$ cat src/rtl/div_params.svh
/*
 * division unit parameters
 * operand width and depth of the operand buffer
 */

`ifndef DIV_PARAMS_SVH
`define DIV_PARAMS_SVH

// width of dividend, divisor, quotient and remainder
`define DIV_BITS 8

// operand pairs held in the buffer
// must stay a power of two, pointers wrap on their own
`define DIV_FIFO_DEPTH 4

`endif

$ cat src/rtl/div_pkg.sv
/*
 * division unit package
 * shared word type and divider state encoding
 */

`include "div_params.svh"

package div_pkg;

	// unsigned operand and result word
	typedef logic [`DIV_BITS - 1 : 0] t_word;

	// divider states
	typedef enum logic [1 : 0] {
		// remainder follows dividend, wait for start
		load,
		// compare remainder against divisor
		check_sub,
		// remove one divisor from remainder
		sub,
		// result held until next start
		finished
	} t_div_state;

endpackage

$ cat src/rtl/ripple_carry_adder.sv
/*
 * ripple carry adder
 * one full adder per bit, carry out of the top bit is not formed
 */

`timescale 1ns/10ps

module ripple_carry_adder (
	input div_pkg::t_word in_a,
	input div_pkg::t_word in_b,
	output div_pkg::t_word sum
);

	localparam int BITS = $bits(div_pkg::t_word);

	// carry into each bit position
	logic [BITS - 1 : 0] carry;

	// no carry into the lowest bit
	assign carry[0] = 1'b0;

	genvar i;
	generate
		for (i = 0; i < BITS; i++) begin : gen_bit
			// sum bit
			assign sum[i] = in_a[i] ^ in_b[i] ^ carry[i];

			// carry to next bit, top bit drops it
			if (i < BITS - 1) begin : gen_carry
				assign carry[i + 1] = (in_a[i] & in_b[i]) |
					(carry[i] & (in_a[i] ^ in_b[i]));
			end
		end
	endgenerate

endmodule

$ cat src/rtl/divider.sv
/*
 * repeated subtraction divider
 * subtracts the divisor until the remainder is below it,
 * counting the subtractions as the quotient
 */

`timescale 1ns/10ps

module divider (
	input logic in_clk,
	input logic in_rst,
	input logic start,
	input div_pkg::t_word a,
	input div_pkg::t_word b,
	output div_pkg::t_word quot,
	output div_pkg::t_word rem,
	output logic finished
);

	div_pkg::t_div_state state;
	div_pkg::t_div_state state_next;

	// running quotient and remainder
	div_pkg::t_word quotient;
	div_pkg::t_word quotient_next;
	div_pkg::t_word remainder;
	div_pkg::t_word remainder_next;

	// two's complement of the divisor
	div_pkg::t_word b_neg;
	// remainder minus divisor
	div_pkg::t_word remainder_sub;

	assign b_neg = ~b + 1'b1;

	// subtraction as addition of the negated divisor
	ripple_carry_adder sub_adder (
		.in_a(remainder),
		.in_b(b_neg),
		.sum(remainder_sub)
	);

	assign quot = quotient;
	assign rem = remainder;
	assign finished = (state == div_pkg::finished);

	// state register
	always_ff @(posedge in_clk) begin
		if (in_rst) begin
			state <= div_pkg::load;
		end else begin
			state <= state_next;
		end
	end

	// result registers, refilled in load
	always_ff @(posedge in_clk) begin
		quotient <= quotient_next;
		remainder <= remainder_next;
	end

	// next state and datapath
	always_comb begin
		state_next = state;
		quotient_next = quotient;
		remainder_next = remainder;

		unique case (state)
			div_pkg::load: begin
				// dividend becomes the starting remainder
				quotient_next = '0;
				remainder_next = a;
				if (start) begin
					state_next = div_pkg::check_sub;
				end
			end

			div_pkg::check_sub: begin
				// one more subtraction fits?
				if (remainder >= b) begin
					state_next = div_pkg::sub;
				end else begin
					state_next = div_pkg::finished;
				end
			end

			div_pkg::sub: begin
				remainder_next = remainder_sub;
				quotient_next = quotient + 1'b1;
				state_next = div_pkg::check_sub;
			end

			div_pkg::finished: begin
				// hold result, next start rearms
				if (start) begin
					state_next = div_pkg::load;
				end
			end

			default: begin
				state_next = div_pkg::load;
			end
		endcase
	end

endmodule

$ cat src/rtl/operand_fifo.sv
/*
 * operand buffer
 * circular buffer of dividend and divisor pairs,
 * head pair visible while not empty
 */

`timescale 1ns/10ps

`include "div_params.svh"

module operand_fifo #(
	parameter int DEPTH = `DIV_FIFO_DEPTH
) (
	input logic in_clk,
	input logic in_rst,
	input logic push,
	input logic pop,
	input div_pkg::t_word push_a,
	input div_pkg::t_word push_b,
	output div_pkg::t_word head_a,
	output div_pkg::t_word head_b,
	output logic empty,
	output logic full
);

	localparam int PTR_BITS = $clog2(DEPTH);

	// pair storage
	div_pkg::t_word mem_a [DEPTH];
	div_pkg::t_word mem_b [DEPTH];

	logic [PTR_BITS - 1 : 0] wr_ptr;
	logic [PTR_BITS - 1 : 0] rd_ptr;
	// occupancy, one bit wider than the pointers
	logic [PTR_BITS : 0] count;

	logic do_push;
	logic do_pop;

	// drop push when full, pop when empty
	assign do_push = push & ~full;
	assign do_pop = pop & ~empty;

	assign empty = (count == '0);
	assign full = (count == (PTR_BITS + 1)'(DEPTH));

	assign head_a = mem_a[rd_ptr];
	assign head_b = mem_b[rd_ptr];

	// storage write
	always_ff @(posedge in_clk) begin
		if (do_push) begin
			mem_a[wr_ptr] <= push_a;
			mem_b[wr_ptr] <= push_b;
		end
	end

	// pointers and count
	always_ff @(posedge in_clk) begin
		if (in_rst) begin
			wr_ptr <= '0;
			rd_ptr <= '0;
			count <= '0;
		end else begin
			if (do_push) begin
				wr_ptr <= wr_ptr + 1'b1;
			end
			if (do_pop) begin
				rd_ptr <= rd_ptr + 1'b1;
			end
			// simultaneous push and pop keeps the count
			if (do_push && !do_pop) begin
				count <= count + 1'b1;
			end else if (do_pop && !do_push) begin
				count <= count - 1'b1;
			end
		end
	end

endmodule

$ cat src/rtl/div_issue.sv
/*
 * issue controller
 * takes one operand pair at a time, catches zero divisors,
 * starts the divider and emits a one-cycle result strobe
 */

`timescale 1ns/10ps

module div_issue (
	input logic in_clk,
	input logic in_rst,
	input logic empty,
	input logic finished,
	input div_pkg::t_word head_a,
	input div_pkg::t_word head_b,
	input div_pkg::t_word quot,
	input div_pkg::t_word rem,
	output logic pop,
	output logic start,
	output logic valid,
	output logic div_zero,
	output div_pkg::t_word a,
	output div_pkg::t_word b,
	output div_pkg::t_word res_quot,
	output div_pkg::t_word res_rem
);

	// idle waits for a pair, issue decides, busy waits for the divider
	typedef enum logic [1 : 0] {
		idle,
		issue,
		busy
	} t_issue_state;

	t_issue_state state;

	logic zero_div;

	assign zero_div = (b == '0);

	// pop and capture in the same cycle
	assign pop = (state == idle) & ~empty;

	// first start launches, second start rearms the divider
	assign start = ((state == issue) & ~zero_div) | ((state == busy) & finished);

	assign div_zero = (state == issue) & zero_div;
	assign valid = div_zero | ((state == busy) & finished);

	// zero divisor gives all ones and the dividend back
	assign res_quot = div_zero ? '1 : quot;
	assign res_rem = div_zero ? a : rem;

	// operand registers, held until the result goes out
	always_ff @(posedge in_clk) begin
		if (pop) begin
			a <= head_a;
			b <= head_b;
		end
	end

	always_ff @(posedge in_clk) begin
		if (in_rst) begin
			state <= idle;
		end else begin
			unique case (state)
				idle: if (pop) state <= issue;
				issue: state <= zero_div ? idle : busy;
				busy: if (finished) state <= idle;
				default: state <= idle;
			endcase
		end
	end

endmodule

$ cat src/rtl/div_unit.sv
/*
 * integer division unit
 * operand buffer feeding an issue controller and a subtraction divider
 */

`timescale 1ns/10ps

module div_unit (
	input logic in_clk,
	input logic in_rst,
	input logic in_push,
	input div_pkg::t_word in_a,
	input div_pkg::t_word in_b,
	output logic out_full,
	output logic out_valid,
	output logic out_div_zero,
	output div_pkg::t_word out_quot,
	output div_pkg::t_word out_rem
);

	// buffer to controller
	logic pop;
	logic empty;
	div_pkg::t_word head_a;
	div_pkg::t_word head_b;

	// controller to divider
	logic start;
	logic finished;
	div_pkg::t_word op_a;
	div_pkg::t_word op_b;
	div_pkg::t_word quot;
	div_pkg::t_word rem;

	operand_fifo operand_fifo_inst (
		.in_clk(in_clk),
		.in_rst(in_rst),
		.push(in_push),
		.pop(pop),
		.push_a(in_a),
		.push_b(in_b),
		.head_a(head_a),
		.head_b(head_b),
		.empty(empty),
		.full(out_full)
	);

	div_issue div_issue_inst (
		.in_clk(in_clk),
		.in_rst(in_rst),
		.empty(empty),
		.finished(finished),
		.head_a(head_a),
		.head_b(head_b),
		.quot(quot),
		.rem(rem),
		.pop(pop),
		.start(start),
		.valid(out_valid),
		.div_zero(out_div_zero),
		.a(op_a),
		.b(op_b),
		.res_quot(out_quot),
		.res_rem(out_rem)
	);

	divider divider_inst (
		.in_clk(in_clk),
		.in_rst(in_rst),
		.start(start),
		.a(op_a),
		.b(op_b),
		.quot(quot),
		.rem(rem),
		.finished(finished)
	);

endmodule

$ cat config.mk
export PLATFORM = sky130hd
export DESIGN_NAME = div_unit
export DESIGN_NICKNAME = d
export VERILOG_FILES = /design/src/rtl/div_pkg.sv /design/src/rtl/ripple_carry_adder.sv /design/src/rtl/divider.sv /design/src/rtl/operand_fifo.sv /design/src/rtl/div_issue.sv /design/src/rtl/div_unit.sv
export VERILOG_INCLUDE_DIRS = /design/src /design/src/rtl
export SDC_FILE = /design/constraint.sdc
export NUM_CORES = 1
export LEC_CHECK = 0
export ABC_AREA = 1
export CAP_MARGIN = 20
export CORE_ASPECT_RATIO = 0.75
export CORE_MARGIN = 1.5
export CORE_UTILIZATION = 57
export DETAILED_ROUTE_END_ITERATION = 8
export DONT_BUFFER_PORTS = 1
export GPL_ROUTABILITY_DRIVEN = 0
export PLACE_DENSITY = 0.77
export SETUP_SLACK_MARGIN = 0.5
export SYNTH_ARGS = -nofsm -noshare
export SYNTH_HDL_FRONTEND = slang
export SYNTH_SLANG_ARGS = --single-unit
$ cat constraint.sdc
create_clock -name in_clk -period 3.25 [get_ports in_clk]
set_input_delay 0.1625 -clock in_clk [delete_from_list [all_inputs] [get_ports in_clk]]
set_output_delay 0.1625 -clock in_clk [all_outputs]
set_load 0.05 [all_outputs]
==> metrics.csv <==
metric,value,unit
outcome,finished with violations,
violations_in_the_final_reports,setup timing,
synth_mux_area_share,0,%
cts.reportedPaths.clkPinSlew,0.07,ns
cp_data_required_time,3.35,ns
setup_total_negative_slack,-0.140,ns
power_leakage,2.12,nW
post-dp-hpwl,5910,um
grt_pass1_wl,14500,um
antenna-diode-count,0,
core.rowCount,28,
power.density,988,nW/um2
critical_path_capture_point_type,register,
num_io_pins,38,
first_pass_iters,4,
final_cell_mix,"sky130_fd_sc_hd__edfxtp_1 (96), sky130_fd_sc_hd__nand2_1 (59), sky130_fd_sc_hd__nor2_1 (54), sky130_fd_sc_hd__inv_1 (47), sky130_fd_sc_hd__o21ai_0 (38)",
timing.final.hold_violations,0,
grt_pass1_vias,3026,
drt-initial-drc-count,193,
final_max_slew_viol_count,0,
grt_max_degree,34,
place.detailed.instances,535,
final.setup.worst_slack,-0.117,ns
grt_overflow_total,0,
synth_top_family_by_area,simple AND/OR/NAND/NOR gates,
critical_path.slowest_cell,sky130_fd_sc_hd__fa_2,
design.core.area,8060,um2
cts_buffer_count,9,
instances_no_fill,569,
rsz_0062_raised_after_global_routing,true,
dieArea,9080,um2
final_antenna_net_count,0,
grtUsageTotal,21.0,%
finalCritPeriodShare,104,%
avgViaCountPerCell,5.41,
fmax,297,MHz
finalHoldWorstSlack,0.0824,ns
flow.area_growth_from_synthesis,13.0,%
synth-seq-area-share,63.9,%
num_vias,3078,
worst-slew-pin-transition,0.980,ns
post_synth_instance_area,4850,um2
worst-path-buf-inv,4,
grt_antenna_before_repair,0,
clkLatencyLatePin,0.35,ns
totalPowerFinal,5.42,mW
worst_setup_path_start_kind,register,
cts.path.max_buffers,2,
relSlewSlack,34.2,%
cts.root.buffer_cell,sky130_fd_sc_hd__clkbuf_16,
timing.critical_path.fanout_max,2,
hold_path.class,in -> reg,
drc,0,
worst_path_dominant_cell_family,adder cells,
fillers,599,
critical_path.max_stage_delay,0.36,ns
fp.dieH,82.9,um
synth_top_cell_by_area,sky130_fd_sc_hd__edfxtp_1,
finish.utilization,68.0,%
worst-endpoint-arrival,3.47,ns
synth_warnings,0,
vdd.ir_drop.worst,587,uV
synth_fp_nets,475,
leading_cell_type_in_the_layout_fill_and_taps_excluded,sky130_fd_sc_hd__edfxtp_1,
path_common_cell,sky130_fd_sc_hd__fa_2,
synth_seq_cells,107,
starting_density,60.2,%
timing.max_cap.violations,0,
total_wirelength_of_the_detailed_routed_design,8810,um
cts_tree,yes,
nets,501,
synth_compound_area_share,10.1,%
htreeDepth,3,
post_synthesis_adder_cell_area_fraction,7.01,%
criticalPathCategory,reg -> reg,
clock_sinks,107,
fin_worst_skew,0.00917,ns
layout_min_cycle_time,3.37,ns
register_area,3100,um2
wl_per_cell,15.5,um
port_buffers,0,
ys_types,29,
synthTopCellsByArea,"sky130_fd_sc_hd__edfxtp_1 (59%), sky130_fd_sc_hd__nand2_1 (4.6%), sky130_fd_sc_hd__dfxtp_1 (4.5%)",
placed_cell_area,4990,um2
post_synth_xor_area_fraction,1.08,%
die_width,110,um
yosys.area_share.simple,12.2,%
multi_input_combinational_cell_area,1500,um2
postLayoutCellArea,5480,um2
post-synth-top-area-fraction,59.4,%
critical_path.cell_chain,inv_1 -> ha_1 -> inv_2 -> fa_2 -> fa_2 -> fa_2 -> inv_2 -> fa_2 -> inv_2 -> fa_2 -> fa_2 -> nand2_1 -> nand3_1 -> nand3_2 -> nand2_1,
syn-instance-count,433,
setup_viol,2,
share_of_layout_cells_above_drive_strength_1,11.9,%
synth_area_per_cell,11.2,um2
dp_worst_setup_slack,-0.103,ns
[state kept, by name, summed over array words and instances, names as in the netlist]
signal,cells
div_issue_inst.a,8
div_issue_inst.b,8
div_issue_inst.state,2
divider_inst.quot,8
divider_inst.rem,8
divider_inst.state,2
operand_fifo_inst.count,3
operand_fifo_inst.mem_a,32
operand_fifo_inst.mem_b,32
operand_fifo_inst.rd_ptr,2
operand_fifo_inst.wr_ptr,2
[routing by layer]
layer  GRT usage, %  vias up  part of all wire [%]
li1               -     1533                     -
met2           33.4       74                    48
met1           28.8     1465                    45
met5              0        -                     0
met4           4.96        0                  0.69
met3           5.57        6                   6.4
[path summary, 6_finish.rpt]
check	startpoint	endpoint	slack (ns)	cells past startpoint
worst max-delay path	div_issue_inst.b[0]	divider_inst.rem[7]	-0.12	15
worst max register to register	div_issue_inst.b[0]	divider_inst.rem[7]	-0.12	15
worst min register to register	operand_fifo_inst.count[2]	operand_fifo_inst.count[2]	0.49	2
worst min-delay path	in_rst	operand_fifo_inst.wr_ptr[0]	0.08	3
[logic make-up (layout without fill, tap and decap cells)]
| logic type | after synthesis | in the layout |
|---|---|---|
| compound gates | 89 | 89 |
| buf+inv | 67 | 98 |
| fa+ha+maj | 23 | 23 |
| flops | 107 | 107 |
| xor+xnor | 6 | 6 |
| simple gates | 141 | 141 |
[synthesized netlist by cell type]
library cell                n
sky130_fd_sc_hd__o21ai_0   40
sky130_fd_sc_hd__nand3_1   12
sky130_fd_sc_hd__nor4_1     1
sky130_fd_sc_hd__nand4_1    1
sky130_fd_sc_hd__o22ai_1   16
sky130_fd_sc_hd__buf_12     1
sky130_fd_sc_hd__a21oi_1   17
sky130_fd_sc_hd__nor2_4     1
sky130_fd_sc_hd__inv_1     51
sky130_fd_sc_hd__nor3_2     1
sky130_fd_sc_hd__clkinv_4   1
sky130_fd_sc_hd__nand2_1   60
sky130_fd_sc_hd__ha_1      16
sky130_fd_sc_hd__edfxtp_1  96
sky130_fd_sc_hd__nor2_1    54
sky130_fd_sc_hd__o21ai_2    6
sky130_fd_sc_hd__or2_1      3
sky130_fd_sc_hd__clkbuf_1   6
sky130_fd_sc_hd__o21ai_1   10
sky130_fd_sc_hd__nand2_4    1
sky130_fd_sc_hd__fa_1       7
sky130_fd_sc_hd__nand2_2    2
sky130_fd_sc_hd__xor2_1     5
sky130_fd_sc_hd__xnor2_1    1
sky130_fd_sc_hd__nor2_2     2
sky130_fd_sc_hd__nor3_1     3
sky130_fd_sc_hd__buf_2      4
sky130_fd_sc_hd__inv_2      4
sky130_fd_sc_hd__dfxtp_1   11
[tightest hold or removal path, delay by kind of cell]
kind | cells | cell delay, ns
AO/OA/AOI/OAI | 2 | 0.13
buffers and inverters | 1 | 0.09
[repair_timing]
item                                   in CTS  in global routing
pin swaps                                   0                  1
setup buffers                               0                  1
hold buffers                               17                  0
setup endpoints to repair                   3                  3
endpoints found under the hold margin      68                  0
gates resized for setup                     0                  7
[area by class of cell]
cell class / count / area share [%]
clock buffers: 9 / 4.11
clock inverters: 7 / 1.37
inverters: 56 / 3.93
multi-input cells: 259 / 27.3
flip-flops and latches: 107 / 56.6
well taps: 105 / 2.40
repair buffers: 26 / 4.34
[power by group]
| group | internal, mW | switching [mW] |
|---|---|---|
| registers | 1.97 | 0.228 |
| logic | 0.653 | 1.50 |
| clock network | 0.548 | 0.518 |
| total | 3.17 | 2.24 |
Note: power is estimated with default switching activity, not from simulation.
